$ cat src/include/spi_config.svh
// Build-time constants for the SPI master peripheral.
// Included by the package, the RTL and the testbench.

`ifndef SPI_CONFIG_SVH
`define SPI_CONFIG_SVH

// ================================================
// widths and sizes
// ================================================
// data and register word width
`define SPI_DATA_W      32
// entries per FIFO, power of two
`define SPI_FIFO_DEPTH  8
// log2 of the FIFO depth
`define SPI_PTR_W       3
// shift clock divider width
`define SPI_BR_W        8
// APB address width
`define SPI_ADDR_W      5

// ================================================
// register map, byte offsets
// ================================================
`define SPI_CR_ADDR     5'h00
`define SPI_BR_ADDR     5'h04
`define SPI_IER_ADDR    5'h08
`define SPI_SR_ADDR     5'h0C
`define SPI_RIS_ADDR    5'h10
`define SPI_ISR_ADDR    5'h14
`define SPI_TXD_ADDR    5'h18
`define SPI_RXD_ADDR    5'h1C

// reset values, datalen = 7 gives 8-bit words
`define SPI_CR_RESET    32'h0000_0070
`define SPI_BR_RESET    8'h00

`endif

$ cat src/hdl/spi_pkg.sv
// Shared types of the SPI master: APB request and response,
// engine configuration, FIFO flags and the interrupt flag word.

`include "spi_config.svh"

package spi_pkg;

  // ================================================
  // APB slave port
  // ================================================
  // master to slave, setup then access phase
  typedef struct packed {
    logic [`SPI_ADDR_W-1:0]   paddr;
    logic                     pwrite;
    logic [`SPI_DATA_W-1:0]   pwdata;
    logic [`SPI_DATA_W/8-1:0] pstrb;
    logic                     psel;
    logic                     penable;
  } apb_req_t;

  // slave to master, valid in the access cycle
  typedef struct packed {
    logic [`SPI_DATA_W-1:0] prdata;
    logic                   pready;
    logic                   pslverr;
  } apb_rsp_t;

  // ================================================
  // register block to engine
  // ================================================
  typedef struct packed {
    logic [`SPI_BR_W-1:0] divider;
    logic [1:0]           ss_sel;
    // bits per word minus one
    logic [4:0]           datalen;
    logic                 lsb_first;
    logic                 cpha;
    logic                 cpol;
    logic                 enable;
  } spi_cfg_t;

  // fifo status, overflow and underflow last one cycle
  typedef struct packed {
    logic full;
    logic empty;
    logic overflow;
    logic underflow;
  } fifo_flags_t;

  // RIS, IER and ISR layout, tx_empty is bit 0
  typedef struct packed {
    logic xfer_done;
    logic rx_overflow;
    logic tx_overflow;
    logic rx_full;
    logic rx_not_empty;
    logic tx_empty;
  } spi_irq_t;

endpackage

$ cat src/hdl/spi_apb_regs.sv
// APB register block of the SPI master. Decodes accesses, holds the
// control, divider and interrupt enable registers, builds status and
// flag words, drives the FIFO strobes and the interrupt line.
`timescale 1ns/1ns

`include "spi_config.svh"

module spi_apb_regs
(
  input  logic                   pclk,
  input  logic                   preset_n,
  input  spi_pkg::apb_req_t      apb_req,
  output spi_pkg::apb_rsp_t      apb_rsp,
  output logic                   rst_n_sync,
  output spi_pkg::spi_cfg_t      cfg,
  output logic                   tx_push,
  output logic [`SPI_DATA_W-1:0] tx_wdata,
  output logic                   tx_clear,
  output logic                   rx_clear,
  output logic                   rx_pop,
  input  logic [`SPI_DATA_W-1:0] rx_rdata,
  input  spi_pkg::fifo_flags_t   tx_flags,
  input  spi_pkg::fifo_flags_t   rx_flags,
  input  logic [`SPI_PTR_W:0]    tx_level,
  input  logic [`SPI_PTR_W:0]    rx_level,
  input  logic                   xfer_done,
  input  logic                   busy,
  output logic                   irq
);
  import spi_pkg::*;

  localparam logic [`SPI_DATA_W-1:0] CR_RST = `SPI_CR_RESET;

  logic                   sync_1;
  logic                   sync_2;
  logic                   access;
  logic                   ro_write;
  logic                   acc_err;
  logic                   wr_en;
  logic                   rd_en;
  logic                   wr_cr;
  logic                   wr_br;
  logic                   wr_ier;
  logic                   wr_isr;
  logic                   wr_txd;
  logic                   txd_drop;
  logic [`SPI_DATA_W-1:0] cr_rd;
  logic [`SPI_DATA_W-1:0] rd_mux;
  spi_irq_t               ier;
  spi_irq_t               ris;
  spi_irq_t               isr;

  // ================================================
  // reset synchronizer, async assert, sync release
  // ================================================
  always_ff @(posedge pclk or negedge preset_n)
  begin
    if (!preset_n)
    begin
      sync_1 <= 1'b0;
      sync_2 <= 1'b0;
    end
    else
    begin
      sync_1 <= 1'b1;
      sync_2 <= sync_1;
    end
  end

  assign rst_n_sync = sync_2;

  // ================================================
  // access decode
  // ================================================
  assign access   = apb_req.psel & apb_req.penable;
  // SR, RIS and RXD are read-only
  assign ro_write = apb_req.pwrite & ((apb_req.paddr == `SPI_SR_ADDR) |
                                      (apb_req.paddr == `SPI_RIS_ADDR) |
                                      (apb_req.paddr == `SPI_RXD_ADDR));
  // misaligned, partial strobe or read-only write
  assign acc_err  = (|apb_req.paddr[1:0]) | ~(&apb_req.pstrb) | ro_write;
  assign wr_en    = access & apb_req.pwrite & ~acc_err;
  assign rd_en    = access & ~apb_req.pwrite & ~acc_err;

  assign wr_cr    = wr_en & (apb_req.paddr == `SPI_CR_ADDR);
  assign wr_br    = wr_en & (apb_req.paddr == `SPI_BR_ADDR);
  assign wr_ier   = wr_en & (apb_req.paddr == `SPI_IER_ADDR);
  assign wr_isr   = wr_en & (apb_req.paddr == `SPI_ISR_ADDR);
  assign wr_txd   = wr_en & (apb_req.paddr == `SPI_TXD_ADDR);

  // txd write into a full FIFO is dropped here
  assign tx_push  = wr_txd & ~tx_flags.full;
  assign txd_drop = wr_txd & tx_flags.full;
  assign tx_wdata = apb_req.pwdata;
  assign rx_pop   = rd_en & (apb_req.paddr == `SPI_RXD_ADDR);

  // ================================================
  // control, divider and enable registers
  // ================================================
  always_ff @(posedge pclk or negedge rst_n_sync)
  begin
    if (!rst_n_sync)
    begin
      cfg.enable    <= CR_RST[0];
      cfg.cpol      <= CR_RST[1];
      cfg.cpha      <= CR_RST[2];
      cfg.lsb_first <= CR_RST[3];
      cfg.datalen   <= CR_RST[8:4];
      cfg.ss_sel    <= CR_RST[10:9];
      cfg.divider   <= `SPI_BR_RESET;
      ier           <= '0;
      tx_clear      <= 1'b0;
      rx_clear      <= 1'b0;
    end
    else
    begin
      // clear bits live for one cycle only
      tx_clear <= wr_cr & apb_req.pwdata[11];
      rx_clear <= wr_cr & apb_req.pwdata[12];
      if (wr_cr)
      begin
        cfg.enable    <= apb_req.pwdata[0];
        cfg.cpol      <= apb_req.pwdata[1];
        cfg.cpha      <= apb_req.pwdata[2];
        cfg.lsb_first <= apb_req.pwdata[3];
        cfg.datalen   <= apb_req.pwdata[8:4];
        cfg.ss_sel    <= apb_req.pwdata[10:9];
      end
      if (wr_br)
        cfg.divider <= apb_req.pwdata[`SPI_BR_W-1:0];
      if (wr_ier)
        ier <= spi_irq_t'(apb_req.pwdata[$bits(spi_irq_t)-1:0]);
    end
  end

  // ================================================
  // raw flags
  // ================================================
  always_ff @(posedge pclk or negedge rst_n_sync)
  begin
    if (!rst_n_sync)
      ris <= '0;
    else
    begin
      // level flags follow the fifos
      ris.tx_empty     <= tx_flags.empty;
      ris.rx_not_empty <= ~rx_flags.empty;
      ris.rx_full      <= rx_flags.full;
      // sticky until any ISR write, new event wins
      ris.tx_overflow  <= txd_drop | (ris.tx_overflow & ~wr_isr);
      ris.rx_overflow  <= rx_flags.overflow | (ris.rx_overflow & ~wr_isr);
      ris.xfer_done    <= xfer_done | (ris.xfer_done & ~wr_isr);
    end
  end

  assign isr = spi_irq_t'(ris & ier);
  assign irq = |isr;

  // ================================================
  // read path, zero wait states
  // ================================================
  // clear bits always read back as zero
  assign cr_rd = `SPI_DATA_W'({2'b00, cfg.ss_sel, cfg.datalen, cfg.lsb_first,
                               cfg.cpha, cfg.cpol, cfg.enable});

  always_comb
  begin
    case (apb_req.paddr)
      `SPI_CR_ADDR:  rd_mux = cr_rd;
      `SPI_BR_ADDR:  rd_mux = `SPI_DATA_W'(cfg.divider);
      `SPI_IER_ADDR: rd_mux = `SPI_DATA_W'(ier);
      `SPI_SR_ADDR:  rd_mux = `SPI_DATA_W'({busy, rx_level, tx_level});
      `SPI_RIS_ADDR: rd_mux = `SPI_DATA_W'(ris);
      `SPI_ISR_ADDR: rd_mux = `SPI_DATA_W'(isr);
      // empty rx fifo reads as zero
      `SPI_RXD_ADDR: rd_mux = rx_flags.empty ? '0 : rx_rdata;
      default:       rd_mux = '0;
    endcase
  end

  assign apb_rsp.prdata  = rd_en ? rd_mux : '0;
  assign apb_rsp.pready  = 1'b1;
  assign apb_rsp.pslverr = access & acc_err;

endmodule

$ cat src/hdl/spi_engine.sv
// SPI master transfer engine. Pulls words from the TX FIFO, generates
// sclk as a pclk-based toggle, shifts mosi and samples miso per cpol,
// cpha and bit order, and hands each received word to the RX FIFO.
`timescale 1ns/1ns

`include "spi_config.svh"

module spi_engine
(
  input  logic                   pclk,
  input  logic                   rst_n,
  input  spi_pkg::spi_cfg_t      cfg,
  input  logic [`SPI_DATA_W-1:0] tx_data,
  input  logic                   tx_empty,
  output logic                   tx_pop,
  output logic                   rx_push,
  output logic [`SPI_DATA_W-1:0] rx_data,
  output logic                   xfer_done,
  output logic                   busy,
  output logic                   sclk,
  output logic                   mosi,
  input  logic                   miso,
  output logic [3:0]             ss_n
);

  typedef enum logic [1:0] {
    ST_IDLE,
    ST_SHIFT,
    ST_FINISH
  } state_t;

  state_t                 state;
  // pclk cycles inside the current half period
  logic [`SPI_BR_W-1:0]   div_cnt;
  // sclk edges done, two per bit
  logic [5:0]             edge_cnt;
  logic [`SPI_DATA_W-1:0] tx_sh;
  logic [`SPI_DATA_W-1:0] rx_sh;
  logic [4:0]             align;
  logic                   start;
  logic                   half_end;
  logic                   last_edge;
  logic                   sample_edge;
  logic                   shift_edge;

  // ================================================
  // sequencing
  // ================================================
  assign start     = (state == ST_IDLE) & cfg.enable & ~tx_empty;
  assign half_end  = (state == ST_SHIFT) & (div_cnt == cfg.divider);
  // edge 2*datalen+1 closes the word
  assign last_edge = (edge_cnt == {cfg.datalen, 1'b1});

  // cpha 0 samples on leading (even) edges, cpha 1 on trailing
  assign sample_edge = half_end & (edge_cnt[0] == cfg.cpha);
  // first bit is already on mosi, so no shift on edge 0
  assign shift_edge  = half_end & (edge_cnt[0] != cfg.cpha) & (edge_cnt != '0);

  always_ff @(posedge pclk or negedge rst_n)
  begin
    if (!rst_n)
    begin
      state    <= ST_IDLE;
      div_cnt  <= '0;
      edge_cnt <= '0;
      sclk     <= 1'b0;
    end
    else
    begin
      case (state)
        ST_IDLE:
        begin
          // park sclk at idle level
          sclk     <= cfg.cpol;
          div_cnt  <= '0;
          edge_cnt <= '0;
          if (start)
            state <= ST_SHIFT;
        end
        ST_SHIFT:
        begin
          if (half_end)
          begin
            div_cnt  <= '0;
            sclk     <= ~sclk;
            edge_cnt <= edge_cnt + 1'b1;
            if (last_edge)
              state <= ST_FINISH;
          end
          else
            div_cnt <= div_cnt + 1'b1;
        end
        // one cycle to hand the word over
        ST_FINISH: state <= ST_IDLE;
        default:   state <= ST_IDLE;
      endcase
    end
  end

  // ================================================
  // shift registers
  // ================================================
  // msb-first word is moved up so bit datalen sits at the top
  assign align = 5'(`SPI_DATA_W - 1) - cfg.datalen;

  always_ff @(posedge pclk or negedge rst_n)
  begin
    if (!rst_n)
      tx_sh <= '0;
    else if (start)
      tx_sh <= cfg.lsb_first ? tx_data : (tx_data << align);
    else if (shift_edge)
      tx_sh <= cfg.lsb_first ? (tx_sh >> 1) : (tx_sh << 1);
  end

  // msb-first fills from bit 0, lsb-first from the top
  always_ff @(posedge pclk)
  begin
    if (start)
      rx_sh <= '0;
    else if (sample_edge)
      rx_sh <= cfg.lsb_first ? {miso, rx_sh[`SPI_DATA_W-1:1]}
                             : {rx_sh[`SPI_DATA_W-2:0], miso};
  end

  assign mosi    = cfg.lsb_first ? tx_sh[0] : tx_sh[`SPI_DATA_W-1];
  // right-align lsb-first words
  assign rx_data = cfg.lsb_first ? (rx_sh >> align) : rx_sh;

  // ================================================
  // handshakes and slave select
  // ================================================
  assign tx_pop    = start;
  assign rx_push   = (state == ST_FINISH);
  assign xfer_done = (state == ST_FINISH);
  assign busy      = (state != ST_IDLE);

  always_comb
  begin
    ss_n = '1;
    if (busy)
      ss_n[cfg.ss_sel] = 1'b0;
  end

endmodule

$ cat src/hdl/spi_fifo.sv
// Synchronous FIFO with head-of-queue output, level count and
// one-cycle overflow and underflow flags. Used for TX and RX.
`timescale 1ns/1ns

`include "spi_config.svh"

module spi_fifo
#(
  parameter int SPI_FIFO_DEPTH = `SPI_FIFO_DEPTH
)
(
  input  logic                   pclk,
  input  logic                   rst_n,
  input  logic                   clear,
  input  logic                   push,
  input  logic                   pop,
  input  logic [`SPI_DATA_W-1:0] wdata,
  output logic [`SPI_DATA_W-1:0] rdata,
  output spi_pkg::fifo_flags_t   flags,
  output logic [`SPI_PTR_W:0]    level
);

  localparam int PTR_W = $clog2(SPI_FIFO_DEPTH);
  localparam int LVL_W = `SPI_PTR_W + 1;

  logic [`SPI_DATA_W-1:0] mem [SPI_FIFO_DEPTH];
  // msb of each pointer is the wrap bit
  logic [PTR_W:0]         wr_ptr;
  logic [PTR_W:0]         rd_ptr;
  logic [PTR_W:0]         used;
  logic                   wr_en;
  logic                   rd_en;

  // full and empty refuse the access
  assign wr_en = push & ~flags.full;
  assign rd_en = pop & ~flags.empty;

  always_ff @(posedge pclk or negedge rst_n)
  begin
    if (!rst_n)
    begin
      wr_ptr <= '0;
      rd_ptr <= '0;
    end
    else if (clear)
    begin
      wr_ptr <= '0;
      rd_ptr <= '0;
    end
    else
    begin
      if (wr_en)
        wr_ptr <= wr_ptr + 1'b1;
      if (rd_en)
        rd_ptr <= rd_ptr + 1'b1;
    end
  end

  // storage
  always_ff @(posedge pclk)
  begin
    if (wr_en)
      mem[wr_ptr[PTR_W-1:0]] <= wdata;
  end

  assign rdata = mem[rd_ptr[PTR_W-1:0]];

  // same index, different wrap means full
  assign flags.full      = (wr_ptr[PTR_W] != rd_ptr[PTR_W]) &&
                           (wr_ptr[PTR_W-1:0] == rd_ptr[PTR_W-1:0]);
  assign flags.empty     = (wr_ptr == rd_ptr);
  assign flags.overflow  = push & flags.full;
  assign flags.underflow = pop & flags.empty;

  assign used  = wr_ptr - rd_ptr;
  assign level = LVL_W'(used);

endmodule

$ cat src/hdl/spi_top.sv
// Top level of the SPI master peripheral. APB register block, TX and
// RX FIFOs and the transfer engine, all on pclk.
`timescale 1ns/1ns

`include "spi_config.svh"

module spi_top
(
  input  logic              pclk,
  input  logic              preset_n,
  input  spi_pkg::apb_req_t apb_req,
  output spi_pkg::apb_rsp_t apb_rsp,
  output logic              irq,
  output logic              sclk,
  output logic              mosi,
  output logic [3:0]        ss_n,
  input  logic              miso
);
  import spi_pkg::*;

  logic                   rst_n_sync;
  spi_cfg_t               cfg;
  // register block to fifos
  logic                   tx_push;
  logic [`SPI_DATA_W-1:0] tx_wdata;
  logic                   tx_clear;
  logic                   rx_clear;
  logic                   rx_pop;
  logic [`SPI_DATA_W-1:0] rx_rdata;
  // fifo status back to registers
  fifo_flags_t            tx_flags;
  fifo_flags_t            rx_flags;
  logic [`SPI_PTR_W:0]    tx_level;
  logic [`SPI_PTR_W:0]    rx_level;
  // engine side
  logic [`SPI_DATA_W-1:0] tx_data;
  logic                   tx_pop;
  logic                   rx_push;
  logic [`SPI_DATA_W-1:0] rx_data;
  logic                   xfer_done;
  logic                   busy;

  spi_apb_regs u_regs (.*);

  spi_fifo #(.SPI_FIFO_DEPTH(`SPI_FIFO_DEPTH)) u_tx_fifo
  (
    .pclk(pclk), .rst_n(rst_n_sync), .clear(tx_clear), .push(tx_push), .pop(tx_pop),
    .wdata(tx_wdata), .rdata(tx_data), .flags(tx_flags), .level(tx_level)
  );

  spi_fifo #(.SPI_FIFO_DEPTH(`SPI_FIFO_DEPTH)) u_rx_fifo
  (
    .pclk(pclk), .rst_n(rst_n_sync), .clear(rx_clear), .push(rx_push), .pop(rx_pop),
    .wdata(rx_data), .rdata(rx_rdata), .flags(rx_flags), .level(rx_level)
  );

  spi_engine u_engine
  (
    .pclk(pclk), .rst_n(rst_n_sync), .cfg(cfg), .tx_data(tx_data),
    .tx_empty(tx_flags.empty), .tx_pop(tx_pop), .rx_push(rx_push), .rx_data(rx_data),
    .xfer_done(xfer_done), .busy(busy), .sclk(sclk), .mosi(mosi), .miso(miso), .ss_n(ss_n)
  );

endmodule

$ cat config.mk
export PLATFORM = sky130hd
export DESIGN_NAME = spi_top
export DESIGN_NICKNAME = d
export VERILOG_FILES = /design/src/hdl/spi_pkg.sv /design/src/hdl/spi_apb_regs.sv /design/src/hdl/spi_engine.sv /design/src/hdl/spi_fifo.sv /design/src/hdl/spi_top.sv
export VERILOG_INCLUDE_DIRS = /design/src /design/src/include
export SDC_FILE = /design/constraint.sdc
export NUM_CORES = 1
export LEC_CHECK = 0
export BUFFER_PORTS_ARGS = -buffer_cell sky130_fd_sc_hd__buf_2
export CAP_MARGIN = 20
export CORE_ASPECT_RATIO = 1.25
export CORE_MARGIN = 5
export CORE_UTILIZATION = 65
export CTS_BUF_LIST = sky130_fd_sc_hd__clkbuf_4
export DETAILED_ROUTE_END_ITERATION = 10
export PLACE_DENSITY = 0.88
export SLEW_MARGIN = 20
export SYNTH_ARGS = -nofsm -noshare
export SYNTH_HDL_FRONTEND = slang
export SYNTH_HIERARCHICAL = 1
export SYNTH_SLANG_ARGS = --single-unit
$ cat constraint.sdc
create_clock -name pclk -period 3.55 [get_ports pclk]
set_input_delay 0.71 -clock pclk [delete_from_list [all_inputs] [get_ports pclk]]
set_output_delay 0.71 -clock pclk [all_outputs]
set_load 0.02 [all_outputs]
Word-level counts from Yosys, hierarchy flattened
Memories as Yosys holds them, arrays and structs flattened.
Cells that the tools add are included.
- word-level logic and storage cells: 172
- latch bits: 0
- bits in registers: 132
- memory bits (read-only): 0
- bits of input ports: 47
- bits in writable memories: 512
- memories kept: 2
- equality and inequality tests: 22
- multiply operators: 0
- add/subtract/negate cells: 9
- bitwise gates (word level): 49
- magnitude comparators: 2
- divide/modulo/power cells: 0
- shift operators: 2
- mux-type cells: 35
- reduce and logical (&&, ||, !) cells: 18
- memories (memory ; words ; bits a word ; rd ports ; clocked after Yosys merged registers in ; wr ports ; RTL line ; text):
    u_rx_fifo.mem ; 8 ; 32 ; 1 ; 0 ; 1 ; spi_fifo.sv:26 ; logic [`SPI_DATA_W-1:0] mem [SPI_FIFO_DEPTH];
    u_tx_fifo.mem ; 8 ; 32 ; 1 ; 0 ; 1 ; spi_fifo.sv:26 ;
- operator list (kind ; count):
    $mux W32 ; 8
    $pmux W32 S7 ; 1
    $mux W4 ; 9
    $shl A32 B5 Y32 ; 1
    $shr A32 B5 Y32 ; 1
    $and A1 B1 Y1 ; 31
    $eq A5 B5 Y1 const B ; 4
    $add A4 B1 Y4 const B ; 4
    $pmux W8 S2 ; 1
    $reduce_bool A2 Y1 ; 7
    $pmux W6 S2 ; 1
    $eq A5 B4 Y1 const B ; 2
    $not A1 Y1 ; 9
    $add A8 B1 Y8 const B ; 1
    $eq A4 B4 Y1 ; 2
    $eq A8 B8 Y1 ; 1
    $mux W8 ; 1
    $sub A4 B4 Y4 ; 2
    $mux W1 ; 7
    $or A1 B1 Y1 ; 7
    $add A6 B1 Y6 const B ; 1
    $and A6 B6 Y6 ; 1
    $eq A3 B3 Y1 ; 2
    $eq A6 B6 Y1 ; 1
    25 further kinds ; 32

Depth between registers and ports, before layout
- word-level depth: 12
- mapped depth: 15
- gate-level depth less buffers: 10

Hierarchy
Netlist, hierarchy kept.
- modules (own cells, without submodules) (module ; cells an instance ; area each (um2) ; times used):
    spi_fifo ; 507 ; 10236.1 ; 2
    spi_engine ; 857 ; 7927.6 ; 1
    spi_apb_regs ; 239 ; 2447.3 ; 1

Least setup slack after synthesis
No wires, ideal clock.
- kind: register to register
- from: reg u_tx_fifo.rd_ptr[2]
- to: mem u_tx_fifo/mem[0][0] in the netlist's numbering, enable pin
- clock period less this slack: 5.937 ns
- setup time: 0.501 ns
- path buffers: 2
- data arrival time: 5.435 ns
- slack: -2.387 ns
- cell stages (with the launch flop): 10
- data required time: 3.049 ns
- cells stage by stage: dfrtp_1 clkbuf_1 clkinv_1 clkbuf_1 ha_1 nand3_1 nor2_1 nor4_1 o21ai_4 nor4_1
- RTL lines (element ; RTL line ; text):
    start: declaration ; spi_fifo.sv:29 ; logic [PTR_W:0] rd_ptr;
    start signal: assignment ; spi_fifo.sv:55 ; rd_ptr <= rd_ptr + 1'b1;
    end: declaration ; spi_fifo.sv:26 ;

==> results by group <==
Placement
  – GP Congestion: 0.968
  – Placement Setup Slack: 271 ps
  – IO buf count: 86
  – Dpl cell area: 0.0319 sq mm
  – Dpl hpwl: 48700 um

Outcome
  – Outcome: complete, but fails checks
  – Failing checks: setup timing

Global routing
  – Largest net degree at the start of global routing: 83
  – Grt total ovfl: 0
  – First-pass GRT wire length: 122000 um
  – All-Layer GR Usage: a little under a third
  – Vias in the first global route: 20911
  – Initial antenna violation count: 2

CTS
  – Inserted Clock Buffers: roughly 150
  – CTS tree: yes
  – Worst-path clk slew: 80 ps
  – Root buffer cell: clkbuf_4
  – Worst-Skew Late Latency: around 900 ps
  – Maximum root-to-sink buffer count: 3
  – Clock Sinks: 644
  – H-tree levels: 4

Floorplanning
  – Core area: between 0.04 and 0.05 sq mm
  – Die ar.: 0.0519 sq mm
  – Die X-Extent: 205 um
  – Initial Utilization: 65.4%
  – I/O Pins: 88
  – Die Y: 253 um
  – Rows: 89

STA
  – Final setup fails: 32
  – Final hold vios: 0
  – Final period utilization: 106%
  – Slew @ Worst Pin: ~1000 ps
  – Worst clock skew: roughly 68 ps
  – Pins over their slew limit: 0
  – Shortest period the worst path allows: approximately 3800 ps
  – Final WS setup: -219 ps
  – RSZ-0062 raised after global routing: true
  – Worst slew margin: 32.9%
  – Fmax: 265 MHz

Power and ir drop
  – Power per cell area: about 490 mW/mm^2
  – Leakage power: 12.0 nW
  – Max IR drop VDD: 408 uV

Synthesis
  – Post-synthesis cell area: 0.0308 sq mm
  – Synth Instances: 2107
  – Synthesized area per cell: 14.6 sq um
  – Ys Warns: 6

Setup path
  – R2R Setup Slk: 230 ps
  – Critical Path AT: approximately 3000 ps
  – Crit path launch type: flip-flop
  – Worst setup EP type: primary output
  – Kind of critical path: flip-flop to primary output
  – Worst Path Max Fanout: 13
  – Worst path required time: between 2000 and 3000 ps

Hold path
  – Worst min-delay path class: input port to flip-flop

Detailed routing
  – Vias per inst: 6.70
  – Total Wirelength: 81200 um
  – Post-route DRC: 0
  – Avg WL per Cell: 27.0 um
  – DRT Pass-1 Iters: 7
  – Routed Antenna Nets: 0
  – Initial DRC count: 2274
  – Via total after detailed routing: between 20000 and 25000

Final layout
  – Final Net Count: 2326
  – Layout cell share with drive strength beyond 1: about 33%
  – # fillers: 2815
  – Area Overhead vs Synth: 12.9%
  – Final instance area: 0.0348 sq mm

Job
  – MaxCap Viol Count: 0
[worst paths after layout]
| kind | start | endpoint | depth (start not counted) |
|---|---|---|---|
| worst min-delay path | apb_req[31] | u_tx_fifo/mem[6][25] | 1 |
| max in group asynchronous | u_regs/rst_n_sync | u_regs/cfg[5] | 1 |
| min in group asynchronous | preset_n | u_regs/rst_n_sync | 2 |
| worst min register to register | u_regs/sync_1 | u_regs/rst_n_sync | 0 |
| worst max-delay path | u_rx_fifo/rd_ptr[0] | apb_rsp[17] | 9 |
| worst max register to register | u_tx_fifo/rd_ptr[0] | u_engine/tx_sh[11] | 10 |
[repair_timing]
item,4_1_cts,5_1_grt
endpoints found under the setup margin,32,35
hold buffers,1,0
pin swaps,25,22
setup buffers,17,3
resized for setup,95,54
hold endpoints to repair,2,0
gates cloned,8,1
[where the power goes]
group          switching, mW  internal, mW
Clock                   2.89          3.24
Combinational           1.11         0.719
Sequential             0.358          8.74
[cell usage in the layout, fill, tap and decap left out, types with 12 or more instances in the layout]
cell type	count
a211oi_1	40
a21oi_1	32
a31oi_1	15
and2_4	20
and3_1	16
buf_12	20
buf_2	58
buf_4	64
buf_6	25
clkbuf_4	210
clkinv_1	35
dfrtp_1	87
dfxtp_1	32
edfxtp_1	512
inv_1	35
mux2_2	46
mux2_4	12
mux2i_1	97
mux4_2	187
nand2_1	264
nand2_2	18
nand3_1	37
nor2_1	82
nor2b_1	17
nor3_1	17
o211ai_1	28
o21ai_0	39
o21ai_1	12
o22ai_1	13
xnor2_1	23
[worst max-delay path: stages (launching register included)]
cell and delay, ps:
dfrtp_4 490, buf_4 140, buf_12 120, buf_8 130, buf_16 170, mux4_2 520
nand2_1 110, nand2_1 130, and2_4 210, buf_6 130
[state kept, by name, summed over array words and instances (netlist names), 2 cells and up]
| name | count |
|---|---|
| u_tx_fifo/wr_ptr | 4 |
| u_rx_fifo/wr_ptr | 4 |
| u_tx_fifo/mem | 256 |
| u_tx_fifo/rd_ptr | 4 |
| u_regs/ris | 6 |
| u_engine/rx_sh | 32 |
| u_engine/state | 2 |
| u_rx_fifo/mem | 256 |
| u_regs/cfg | 19 |
| u_rx_fifo/rd_ptr | 4 |
| u_engine/edge_cnt | 6 |
| u_engine/div_cnt | 8 |
| u_regs/ier | 6 |
| u_engine/tx_sh | 32 |
[stage by stage]
step	power, mW	cells	TNS, ps	hold slack, ps	utilization [%]
2_1_floorplan	10.4	2108	-82090	331	-
5_1_grt	17.8	3008	-6230	29.1	73.9
3_5_place_dp	11.0	2717	0	336	67.7
3_3_place_gp	10.9	2717	0	339	67.7
4_1_cts	17.0	3002	-3200	17.1	73.4
6_report	17.1	3008	-3270	85.5	73.9
[final cells by class]
class | instances | area, sq um | area share [%]
antenna | 2 | 5.00 | 0.0144
clock buffer | 210 | 1580 | 4.53
clock inverter | 49 | 378 | 1.09
inverter | 40 | 150 | 0.432
multi-input combinational | 1246 | 11600 | 33.2
sequential | 644 | 18600 | 53.3
tap | 637 | 797 | 2.29
timing repair buffer | 180 | 1780 | 5.10
[per-layer routing]
layer / vias up / global-route usage, % / wire [um]
met5: - / 0 / 0
met4: 0 / 16.4 / 4310
met3: 306 / 6.55 / 6680
met2: 1248 / 54.2 / 42700
met1: 10072 / 36.8 / 27600
li1: 8534 / - / -
Power figures use the tool's default switching activity.
